==> config.mk <==
export PLATFORM = sky130hd
export DESIGN_NAME = c64_loader_top
export DESIGN_NICKNAME = d
export VERILOG_FILES = /design/src/logic/loader_pkg.sv /design/src/logic/mem_pkg.sv /design/src/logic/load_decode.sv /design/src/logic/slot_sequencer.sv /design/src/logic/tape_feed.sv /design/src/logic/c64_loader_top.sv
export VERILOG_INCLUDE_DIRS = /design/src /design/src/include
export SDC_FILE = /design/constraint.sdc
export NUM_CORES = 1
export LEC_CHECK = 0
export BUFFER_PORTS_ARGS = -buffer_cell sky130_fd_sc_hd__clkbuf_2
export CORE_AREA = 2 2 207 209
export CTS_BUF_LIST = sky130_fd_sc_hd__clkbuf_8 sky130_fd_sc_hd__clkbuf_16
export DETAILED_ROUTE_END_ITERATION = 16
export DIE_AREA = 0 0 209 211
export GPL_TIMING_DRIVEN = 0
export MAX_ROUTING_LAYER = met4
export PLACE_DENSITY = 0.65
export SLEW_MARGIN = 25
export SYNTH_ARGS = -nofsm -noshare
export SYNTH_HDL_FRONTEND = slang
export SYNTH_SLANG_ARGS = --single-unit
==> constraint.sdc <==
create_clock -name clk_sys -period 3.1 [get_ports clk_sys]
set_input_delay 0.155 -clock clk_sys [delete_from_list [all_inputs] [get_ports clk_sys]]
set_output_delay 0.155 -clock clk_sys [all_outputs]
set_load 0.03 [all_outputs]
==> src/include/loader_settings.svh <==
`ifndef LOADER_SETTINGS_SVH
`define LOADER_SETTINGS_SVH

// ============================================================
// Memory geometry
// ============================================================

// External byte memory address width
`define ADDR_W 25

// Width of one data byte
`define DATA_W 8

// ============================================================
// Load regions
// ============================================================

// First address of cartridge chip data
`define CRT_BASE 25'h100000

// First address of the stored tape image
`define TAP_BASE 25'h200000

// ============================================================
// CRT file layout
// ============================================================

// File offset of the cartridge id, followed by EXROM and GAME
`define CRT_HDR_ID 'h16

// File offset of the first chip packet
`define CRT_CHIP_START 'h40

// Chip packet header length, counted inside the packet length
`define CHIP_HDR_LEN 16

// Chip data lands on 8 KB boundaries
`define BANK_ALIGN_W 13

// ============================================================
// Erase
// ============================================================

// Last address written by a memory erase
`define ERASE_TOP 'hFFFF

`endif

==> src/logic/loader_pkg.sv <==
`include "loader_settings.svh"

package loader_pkg;

	// Memory address and data byte
	typedef logic [`ADDR_W-1:0] addr_t;
	typedef logic [`DATA_W-1:0] byte_t;

	// File kind of the running download
	typedef enum logic [1:0] {
		LOAD_NONE,
		LOAD_PRG,
		LOAD_CRT,
		LOAD_TAP
	} load_kind_e;

	// Where the CRT parser stands inside the file
	typedef enum logic [1:0] {
		CRT_FILE_HDR,
		CRT_CHIP_HDR,
		CRT_CHIP_DATA
	} crt_state_e;

	// Host index byte to file kind
	function automatic load_kind_e index_to_kind(input byte_t index);
		case (index)
			8'd4: return LOAD_PRG;
			8'd5: return LOAD_CRT;
			8'd6: return LOAD_TAP;
			default: return LOAD_NONE;
		endcase
	endfunction

endpackage

==> src/logic/mem_pkg.sv <==
`include "loader_settings.svh"

package mem_pkg;

	// One operation per memory slot window
	typedef enum logic [1:0] {
		MEM_IDLE,
		MEM_LOAD_WR,
		MEM_ERASE_WR,
		MEM_TAP_RD
	} mem_op_e;

	// Erase engine
	typedef enum logic {
		ERASE_IDLE,
		ERASE_RUN
	} seq_state_e;

endpackage

==> src/logic/load_decode.sv <==
`timescale 1ns/100ps
`include "loader_settings.svh"

module load_decode import loader_pkg::*; (
	input  logic        clk_sys,
	input  logic        reset_n,
	input  logic        dl_active_i,
	input  byte_t       dl_index_i,
	input  logic        dl_wr_i,
	input  addr_t       dl_addr_i,
	input  byte_t       dl_data_i,
	input  logic        detach_i,
	input  logic        wr_ack_i,
	output logic        wr_req_o,
	output addr_t       wr_addr_o,
	output byte_t       wr_data_o,
	output addr_t       tap_len_o,
	output logic        tap_done_o,
	output logic [15:0] cart_id_o,
	output byte_t       cart_exrom_o,
	output byte_t       cart_game_o,
	output logic [15:0] bank_num_o,
	output logic [15:0] bank_laddr_o,
	output logic [15:0] bank_size_o,
	output logic        bank_wr_o,
	output logic        cart_attached_o
);

	load_kind_e load_kind;
	crt_state_e crt_state;
	addr_t      load_addr;
	logic [3:0] hdr_cnt;
	logic [31:0] blk_len;
	logic       dl_active_d;
	logic       dl_end;
	logic       chip_area;
	logic       pkt_start;

	assign load_kind = index_to_kind(dl_index_i);
	assign dl_end    = dl_active_d & ~dl_active_i;
	assign chip_area = dl_addr_i >= addr_t'(`CRT_CHIP_START);
	// Next byte opens a chip packet once the previous data is used up
	assign pkt_start = (crt_state == CRT_FILE_HDR) ||
		((crt_state == CRT_CHIP_DATA) && (blk_len == '0));
	assign wr_addr_o = load_addr;

	// ============================================================
	// Load address, write request and CRT parse state
	// ============================================================
	always_ff @(posedge clk_sys) begin
		if (!reset_n) begin
			dl_active_d <= 1'b0;
			wr_req_o <= 1'b0;
			load_addr <= '0;
			crt_state <= CRT_FILE_HDR;
			hdr_cnt <= '0;
			blk_len <= '0;
			bank_wr_o <= 1'b0;
			tap_len_o <= '0;
			tap_done_o <= 1'b0;
			cart_attached_o <= 1'b0;
		end else begin
			dl_active_d <= dl_active_i;
			bank_wr_o <= 1'b0;
			tap_done_o <= dl_end && (load_kind == LOAD_TAP);

			if (wr_ack_i) begin
				wr_req_o <= 1'b0;
				load_addr <= load_addr + 1'b1;
			end

			if (dl_wr_i) begin
				case (load_kind)
					LOAD_PRG: begin
						// Load address comes first, low byte first
						if (dl_addr_i == '0)
							load_addr <= addr_t'(dl_data_i);
						else if (dl_addr_i == addr_t'(1))
							load_addr[15:8] <= dl_data_i;
						else
							wr_req_o <= 1'b1;
					end
					LOAD_CRT: begin
						if (dl_addr_i == '0) begin
							load_addr <= `CRT_BASE;
							crt_state <= CRT_FILE_HDR;
							hdr_cnt <= '0;
							blk_len <= '0;
						end else if (chip_area) begin
							if (crt_state == CRT_CHIP_HDR) begin
								hdr_cnt <= hdr_cnt + 1'b1;
								// Packet length is big-endian and includes the header
								if (hdr_cnt == 4'd7)
									blk_len <= {blk_len[23:0], dl_data_i} - 32'(`CHIP_HDR_LEN);
								else if (hdr_cnt >= 4'd4 && hdr_cnt < 4'd7)
									blk_len <= {blk_len[23:0], dl_data_i};
								if (hdr_cnt == 4'(`CHIP_HDR_LEN - 1)) begin
									crt_state <= CRT_CHIP_DATA;
									bank_wr_o <= 1'b1;
								end
							end else if (pkt_start) begin
								crt_state <= CRT_CHIP_HDR;
								hdr_cnt <= 4'd1;
								// Round up to the next 8 KB boundary
								if (load_addr[`BANK_ALIGN_W-1:0] != '0)
									load_addr <= {load_addr[`ADDR_W-1:`BANK_ALIGN_W] + 1'b1,
										{`BANK_ALIGN_W{1'b0}}};
							end else begin
								blk_len <= blk_len - 1'b1;
								wr_req_o <= 1'b1;
							end
						end
					end
					LOAD_TAP: begin
						wr_req_o <= 1'b1;
						if (dl_addr_i == '0) begin
							load_addr <= `TAP_BASE;
							tap_len_o <= addr_t'(1);
						end else begin
							tap_len_o <= tap_len_o + 1'b1;
						end
					end
					default: ;
				endcase
			end

			if (detach_i)
				cart_attached_o <= 1'b0;
			else if (dl_end && (load_kind == LOAD_CRT))
				cart_attached_o <= 1'b1;
		end
	end

	// Data byte and cartridge header fields
	always_ff @(posedge clk_sys) begin
		if (dl_wr_i) begin
			wr_data_o <= dl_data_i;
			if (load_kind == LOAD_CRT) begin
				if (dl_addr_i == addr_t'(`CRT_HDR_ID))
					cart_id_o[15:8] <= dl_data_i;
				if (dl_addr_i == addr_t'(`CRT_HDR_ID + 1))
					cart_id_o[7:0] <= dl_data_i;
				if (dl_addr_i == addr_t'(`CRT_HDR_ID + 2))
					cart_exrom_o <= dl_data_i;
				if (dl_addr_i == addr_t'(`CRT_HDR_ID + 3))
					cart_game_o <= dl_data_i;
				if (chip_area && (crt_state == CRT_CHIP_HDR)) begin
					case (hdr_cnt)
						4'd10: bank_num_o[15:8] <= dl_data_i;
						4'd11: bank_num_o[7:0] <= dl_data_i;
						4'd12: bank_laddr_o[15:8] <= dl_data_i;
						4'd13: bank_laddr_o[7:0] <= dl_data_i;
						4'd14: bank_size_o[15:8] <= dl_data_i;
						4'd15: bank_size_o[7:0] <= dl_data_i;
						default: ;
					endcase
				end
			end
		end
	end

endmodule

==> src/logic/slot_sequencer.sv <==
`timescale 1ns/100ps
`include "loader_settings.svh"

module slot_sequencer import loader_pkg::*, mem_pkg::*; (
	input  logic  clk_sys,
	input  logic  reset_n,
	input  logic  slot_i,
	input  logic  wr_req_i,
	input  addr_t wr_addr_i,
	input  byte_t wr_data_i,
	output logic  wr_ack_o,
	input  logic  rd_req_i,
	input  addr_t rd_addr_i,
	output logic  rd_ack_o,
	input  logic  tap_full_i,
	input  logic  erase_start_i,
	output logic  erasing_o,
	output logic  mem_ce_o,
	output logic  mem_we_o,
	output addr_t mem_addr_o,
	output byte_t mem_wdata_o
);

	logic       slot_d;
	logic       slot_fall;
	mem_op_e    op_sel;
	seq_state_e erase_state;
	addr_t      erase_addr;

	// A falling slot edge opens the window for one access
	assign slot_fall = slot_d & ~slot_i;
	assign erasing_o = (erase_state == ERASE_RUN);

	// ============================================================
	// Slot arbitration
	// ============================================================

	// Load write first, then erase, then tape read when the FIFO has room
	always_comb begin
		if (wr_req_i)
			op_sel = MEM_LOAD_WR;
		else if (erase_state == ERASE_RUN)
			op_sel = MEM_ERASE_WR;
		else if (rd_req_i && !tap_full_i)
			op_sel = MEM_TAP_RD;
		else
			op_sel = MEM_IDLE;
	end

	always_ff @(posedge clk_sys) begin
		if (!reset_n) begin
			slot_d <= 1'b0;
			mem_ce_o <= 1'b0;
			wr_ack_o <= 1'b0;
			rd_ack_o <= 1'b0;
			erase_state <= ERASE_IDLE;
			erase_addr <= '0;
		end else begin
			slot_d <= slot_i;
			mem_ce_o <= 1'b0;
			wr_ack_o <= 1'b0;
			rd_ack_o <= 1'b0;

			if (erase_start_i && (erase_state == ERASE_IDLE)) begin
				erase_state <= ERASE_RUN;
				erase_addr <= '0;
			end

			if (slot_fall) begin
				case (op_sel)
					MEM_LOAD_WR: begin
						mem_ce_o <= 1'b1;
						wr_ack_o <= 1'b1;
					end
					MEM_ERASE_WR: begin
						mem_ce_o <= 1'b1;
						if (erase_addr == addr_t'(`ERASE_TOP))
							erase_state <= ERASE_IDLE;
						else
							erase_addr <= erase_addr + 1'b1;
					end
					MEM_TAP_RD: begin
						mem_ce_o <= 1'b1;
						rd_ack_o <= 1'b1;
					end
					default: ;
				endcase
			end
		end
	end

	// ============================================================
	// Memory address and data
	// ============================================================
	always_ff @(posedge clk_sys) begin
		if (slot_fall) begin
			case (op_sel)
				MEM_LOAD_WR: begin
					mem_we_o <= 1'b1;
					mem_addr_o <= wr_addr_i;
					mem_wdata_o <= wr_data_i;
				end
				MEM_ERASE_WR: begin
					mem_we_o <= 1'b1;
					mem_addr_o <= erase_addr;
					// Alternating 64-byte blocks of 00 and FF
					mem_wdata_o <= {`DATA_W{erase_addr[6]}};
				end
				MEM_TAP_RD: begin
					mem_we_o <= 1'b0;
					mem_addr_o <= rd_addr_i;
				end
				default: ;
			endcase
		end
	end

endmodule

==> src/logic/tape_feed.sv <==
`timescale 1ns/100ps
`include "loader_settings.svh"

module tape_feed import loader_pkg::*; (
	input  logic  clk_sys,
	input  logic  reset_n,
	input  logic  tap_done_i,
	input  addr_t tap_len_i,
	input  logic  tap_toggle_i,
	input  logic  rd_ack_i,
	input  byte_t mem_rdata_i,
	output logic  rd_req_o,
	output addr_t rd_addr_o,
	output byte_t tap_byte_o,
	output logic  tap_wr_o,
	output logic  tap_playing_o
);

	addr_t len_q;
	addr_t play_off;
	logic  fetch_q;
	logic  at_end;

	assign rd_addr_o = `TAP_BASE + play_off;
	assign at_end    = play_off >= len_q;

	// ============================================================
	// Play control and read requests
	// ============================================================
	always_ff @(posedge clk_sys) begin
		if (!reset_n) begin
			len_q <= '0;
			play_off <= '0;
			fetch_q <= 1'b0;
			rd_req_o <= 1'b0;
			tap_wr_o <= 1'b0;
			tap_playing_o <= 1'b0;
		end else begin
			// Read data is valid the cycle after the acknowledge
			fetch_q <= rd_ack_i;
			tap_wr_o <= fetch_q;

			if (tap_done_i) begin
				len_q <= tap_len_i;
				play_off <= '0;
				rd_req_o <= 1'b0;
				tap_playing_o <= 1'b1;
			end else begin
				if (rd_ack_i) begin
					rd_req_o <= 1'b0;
					play_off <= play_off + 1'b1;
				end else if (tap_playing_o && !rd_req_o && !at_end) begin
					rd_req_o <= 1'b1;
				end

				if (tap_toggle_i)
					tap_playing_o <= ~tap_playing_o;
				// Stop once the last byte has gone out
				else if (tap_playing_o && at_end && !rd_req_o && !fetch_q && !tap_wr_o)
					tap_playing_o <= 1'b0;
			end
		end
	end

	always_ff @(posedge clk_sys) begin
		if (fetch_q)
			tap_byte_o <= mem_rdata_i;
	end

endmodule

==> src/logic/c64_loader_top.sv <==
`timescale 1ns/100ps
`include "loader_settings.svh"

module c64_loader_top import loader_pkg::*; (
	input  logic        clk_sys,
	input  logic        reset_n,
	// Host download stream
	input  logic        dl_active_i,
	input  byte_t       dl_index_i,
	input  logic        dl_wr_i,
	input  addr_t       dl_addr_i,
	input  byte_t       dl_data_i,
	output logic        dl_wait_o,
	// Memory slot and byte memory
	input  logic        slot_i,
	output logic        mem_ce_o,
	output logic        mem_we_o,
	output addr_t       mem_addr_o,
	output byte_t       mem_wdata_o,
	input  byte_t       mem_rdata_i,
	// Control
	input  logic        erase_start_i,
	output logic        erasing_o,
	input  logic        tap_toggle_i,
	input  logic        detach_i,
	// Tape FIFO
	input  logic        tap_full_i,
	output byte_t       tap_byte_o,
	output logic        tap_wr_o,
	output logic        tap_playing_o,
	// Cartridge
	output logic [15:0] cart_id_o,
	output byte_t       cart_exrom_o,
	output byte_t       cart_game_o,
	output logic [15:0] bank_num_o,
	output logic [15:0] bank_laddr_o,
	output logic [15:0] bank_size_o,
	output logic        bank_wr_o,
	output logic        cart_attached_o
);

	logic  wr_req;
	addr_t wr_addr;
	byte_t wr_data;
	logic  wr_ack;
	logic  rd_req;
	addr_t rd_addr;
	logic  rd_ack;
	addr_t tap_len;
	logic  tap_done;

	// Host waits while a write is still looking for a slot
	assign dl_wait_o = wr_req;

	load_decode u_decode (
		.clk_sys         (clk_sys),
		.reset_n         (reset_n),
		.dl_active_i     (dl_active_i),
		.dl_index_i      (dl_index_i),
		.dl_wr_i         (dl_wr_i),
		.dl_addr_i       (dl_addr_i),
		.dl_data_i       (dl_data_i),
		.detach_i        (detach_i),
		.wr_ack_i        (wr_ack),
		.wr_req_o        (wr_req),
		.wr_addr_o       (wr_addr),
		.wr_data_o       (wr_data),
		.tap_len_o       (tap_len),
		.tap_done_o      (tap_done),
		.cart_id_o       (cart_id_o),
		.cart_exrom_o    (cart_exrom_o),
		.cart_game_o     (cart_game_o),
		.bank_num_o      (bank_num_o),
		.bank_laddr_o    (bank_laddr_o),
		.bank_size_o     (bank_size_o),
		.bank_wr_o       (bank_wr_o),
		.cart_attached_o (cart_attached_o)
	);

	slot_sequencer u_seq (
		.clk_sys       (clk_sys),
		.reset_n       (reset_n),
		.slot_i        (slot_i),
		.wr_req_i      (wr_req),
		.wr_addr_i     (wr_addr),
		.wr_data_i     (wr_data),
		.wr_ack_o      (wr_ack),
		.rd_req_i      (rd_req),
		.rd_addr_i     (rd_addr),
		.rd_ack_o      (rd_ack),
		.tap_full_i    (tap_full_i),
		.erase_start_i (erase_start_i),
		.erasing_o     (erasing_o),
		.mem_ce_o      (mem_ce_o),
		.mem_we_o      (mem_we_o),
		.mem_addr_o    (mem_addr_o),
		.mem_wdata_o   (mem_wdata_o)
	);

	tape_feed u_tape (
		.clk_sys       (clk_sys),
		.reset_n       (reset_n),
		.tap_done_i    (tap_done),
		.tap_len_i     (tap_len),
		.tap_toggle_i  (tap_toggle_i),
		.rd_ack_i      (rd_ack),
		.mem_rdata_i   (mem_rdata_i),
		.rd_req_o      (rd_req),
		.rd_addr_o     (rd_addr),
		.tap_byte_o    (tap_byte_o),
		.tap_wr_o      (tap_wr_o),
		.tap_playing_o (tap_playing_o)
	);

endmodule

==> impl_results.md <==
- Critical-path top delay cell: or4_4
- Worst r2r src: u_decode.blk_len[17]
- Place WS: -315 ps
- Synth area leaders: edfxtp_1, dfxtp_1, nor2_1, ha_1, xor2_1
- Synthesis Warnings: 0
- Mapped Cells: 1497
- Row count: 75
- Die Area: 44100 um2
- Fin area: 17500 um2
- FF+latch count, synth: 307
- Crit path max fanout: 8
- DR pass1 iterations: 7
- Placed Instance Area: 16200 um2
- Post-DP HPWL: 31700 um
- Routed vias: 12500
- Worst-case clock buffer depth: 3
- Critical Path Source: u_decode.blk_len[17]
- Clock slew at reported path FFs: 60 ps
- Core area: 41800 um2
- Num ports: 187
- Global Route Usage Sum: 19.7%
- Most frequent cells in the layout: clkbuf_2, dfxtp_1, nor2_1
- Total CTS buffers: 30
- P_leak: 6.69 nW
- Clk sinks: 307
- Worst Max-Slew Pin Slew: 1130 ps
- Grt ovf: 0
- Reg2reg end: u_decode.wr_addr_o[23]
- Slew Limit Fails: 0
- Drt via density: 5.43
- Seq/Total Area, Yosys: 51.4%
- Distinct cells, synth: 75
- Die Span X: 209 um
- Final hold violation count: 0
- H-tree levels: 1
- Largest net degree at the start of global routing: 18
- Final WL: 43000 um
- Final net count: 1834
- Critical Path Max Stage Delay: 580 ps
- Post-Layout Cell Count: 2304
- Die H: 211 um
- Hold Path Class: input port to register
- Synth Flop Type: dfxtp_1
- Cell Area, Synth: 14500 um2
- Iteration-0 DRC count of the detailed router: 1177
- Initial antenna violation count: 4
- R2r setup slk: 120 ps
- Normalized max-slew margin: 24.7%
- Crit start category: register
- Vias in the first global route: 12100
- Max VDD drop: 0.000440 V
- Setup crit end: u_decode.wr_addr_o[23]
- Layout cells sized above 1: 16.2%
- Mapped Nets: 1594
- WL per Instance: 18.7 um
- Number of max-cap violations: 0
- Port-buffer cells: 186
- DRC Markers: 0
- Starting Density: 34.7%
- CP endpoint kind: register
- Commonest non-fill, non-tap cell in the layout: clkbuf_2
- Worst Skew: 39.0 ps
- Area growth syn-to-layout: 20.7%
- Max Fclk: 0.335 GHz
- Worst setup margin: 119 ps
- Final period util: 96.2%
- Final count of negative-setup-slack endpoints: 0
- FFs w/ async S/R, synth: 0%
- Pwr Density: 476 nW/um2
- Avg Inst Size Synth: 9.68 um2
- Critical path cell sequence: buf_6, or4_4, or4b_4, o32a_4, nor3_4, a41oi_2, or3_1, a21oi_2
- Root Buffer Master: clkbuf_16
- Placer Congestion: 0.924
- CP required: 3590 ps
- TNS Setup: 0 ps
- Synth area leader: edfxtp_1
- Top-area cell type share of the netlist area: 26.9%
- First-pass GRT wire length: 66900 um
- Clock Latency Late Sink: 590 ps
- Status: complete, no violations
- CTS tree: yes
- Arrival @ worst endpoint: 3470 ps
- Register-to-Register Path Depth: 8
- Crit Path Class: register to register
- Tmin final: 2980 ps
- Cell count after placement: 2224
- Hold WS: 29.4 ps
- DRT antenna net count: 0
- EDFF count, synth: 130
## kinds of logic (layout without fill, tap and decap cells)
group | Yosys count | count (layout) | synth area share, %
AND/OR/NAND/NOR | 600 | 600 | 20.8
flip-flops | 307 | 307 | 51.4
AO/OA/AOI/OAI | 290 | 290 | 13.2
buffers and inverters | 143 | 407 | 3.86
XOR/XNOR | 90 | 90 | 5.44
adder cells (fa/ha/maj) | 39 | 39 | 3.37
multiplexers | 28 | 28 | 1.93
other | 0 | 4 | 0
## flip-flops by register name, summed over array words and instances, names as in the netlist, 16 cells and up
register and flops:
u_decode.bank_laddr_o 16, u_decode.bank_num_o 16, u_decode.blk_len 32, u_tape.play_off 25, u_decode.tap_len_o 25, u_seq.erase_addr 25
u_decode.wr_addr_o 25, u_decode.cart_id_o 16, u_tape.len_q 25, u_decode.bank_size_o 16, u_seq.mem_addr_o 25
## Yosys cell counts (all sizes together), types with 4 or more instances
master and count:
nand2 124, a22oi 4, edfxtp 130, nor4 25, nor2 154, o211ai 5, mux2i 28, xnor2 35
and2 16, a31oi 12, nand4 40, clkbuf 58, buf 13, nor3 56, dfxtp 177, or3 18
o2bb2ai 13, inv 72, xor2 55, o31ai 10, a21oi 71, and3 30, o21ai 97, a222oi 23
o21a 4, nor4b 4, a221oi 5, nand3 67, or4 11, nand2b 14, nor3b 6, a21o 9
nor2b 9, and4 13, ha 39
## per-layer routing
layer	wire, um	vias up	GRT usage (%)
li1	-	5960	-
met1	18800	5958	25.6
met2	19300	503	30.5
met3	3120	101	3.21
met4	1830	0	8.42
met5	0	-	-
## where the power goes
group          total [mW]  internal (mW)  switching, mW
Combinational       0.294         0.0817          0.213
Sequential           4.23           4.22        0.00821
Clock                3.81           2.19           1.62
## worst max-delay path, delay by kind of cell, from the launching register on
kind / cells / cell delay, ps
AND/OR/NAND/NOR: 4 / 1710
AO/OA/AOI/OAI: 3 / 730
flip-flops: 1 / 310
buffers and inverters: 1 / 130
## how the worst min path moves through the flow
| stage | cells past startpoint | slack [ps] | startpoint | to |
|---|---|---|---|---|
| after floorplan | 1 | 230 | detach_i | u_decode.cart_attached_o |
| after detailed placement | 1 | 330 | mem_rdata_i[7] | u_tape.tap_byte_o[7] |
| after global routing | 3 | 50 | dl_data_i[1] | u_decode.wr_addr_o[9] |
| after global placement | 1 | 330 | mem_rdata_i[0] | u_tape.tap_byte_o[0] |
| after CTS | 4 | 7 | dl_index_i[0] | u_decode.wr_addr_o[5] |
| final | 3 | 30 | dl_data_i[1] | u_decode.wr_addr_o[9] |
## metrics by stage
| step | util [%] | power, mW |
|---|---|---|
| floorplan | - | 4.44 |
| global placement | 38.5 | 4.59 |
| detailed placement | 38.7 | 4.59 |
| CTS | 41.6 | 8.39 |
| global route | 41.9 | 8.56 |
| finish | 41.9 | 8.33 |
## timing repair
action,4_1_cts,5_1_grt
setup buffers,2,3
pin swaps,3,8
cloned,0,1
setup endpoints to repair,23,55
hold endpoints to repair,22,0
hold buffers,16,0
gates resized for setup,9,13
## cell type report
type	count	area, um2
repair buffers	210	1170
flip-flops and latches	307	7450
diodes	4	10.0
well taps	539	674
plain buffers	69	292
clock buffers	30	751
multi-input cells	1047	6600
inverters	72	270
fillers	4009	24300
clock inverters	26	274
(Power assumes the default switching activity.)
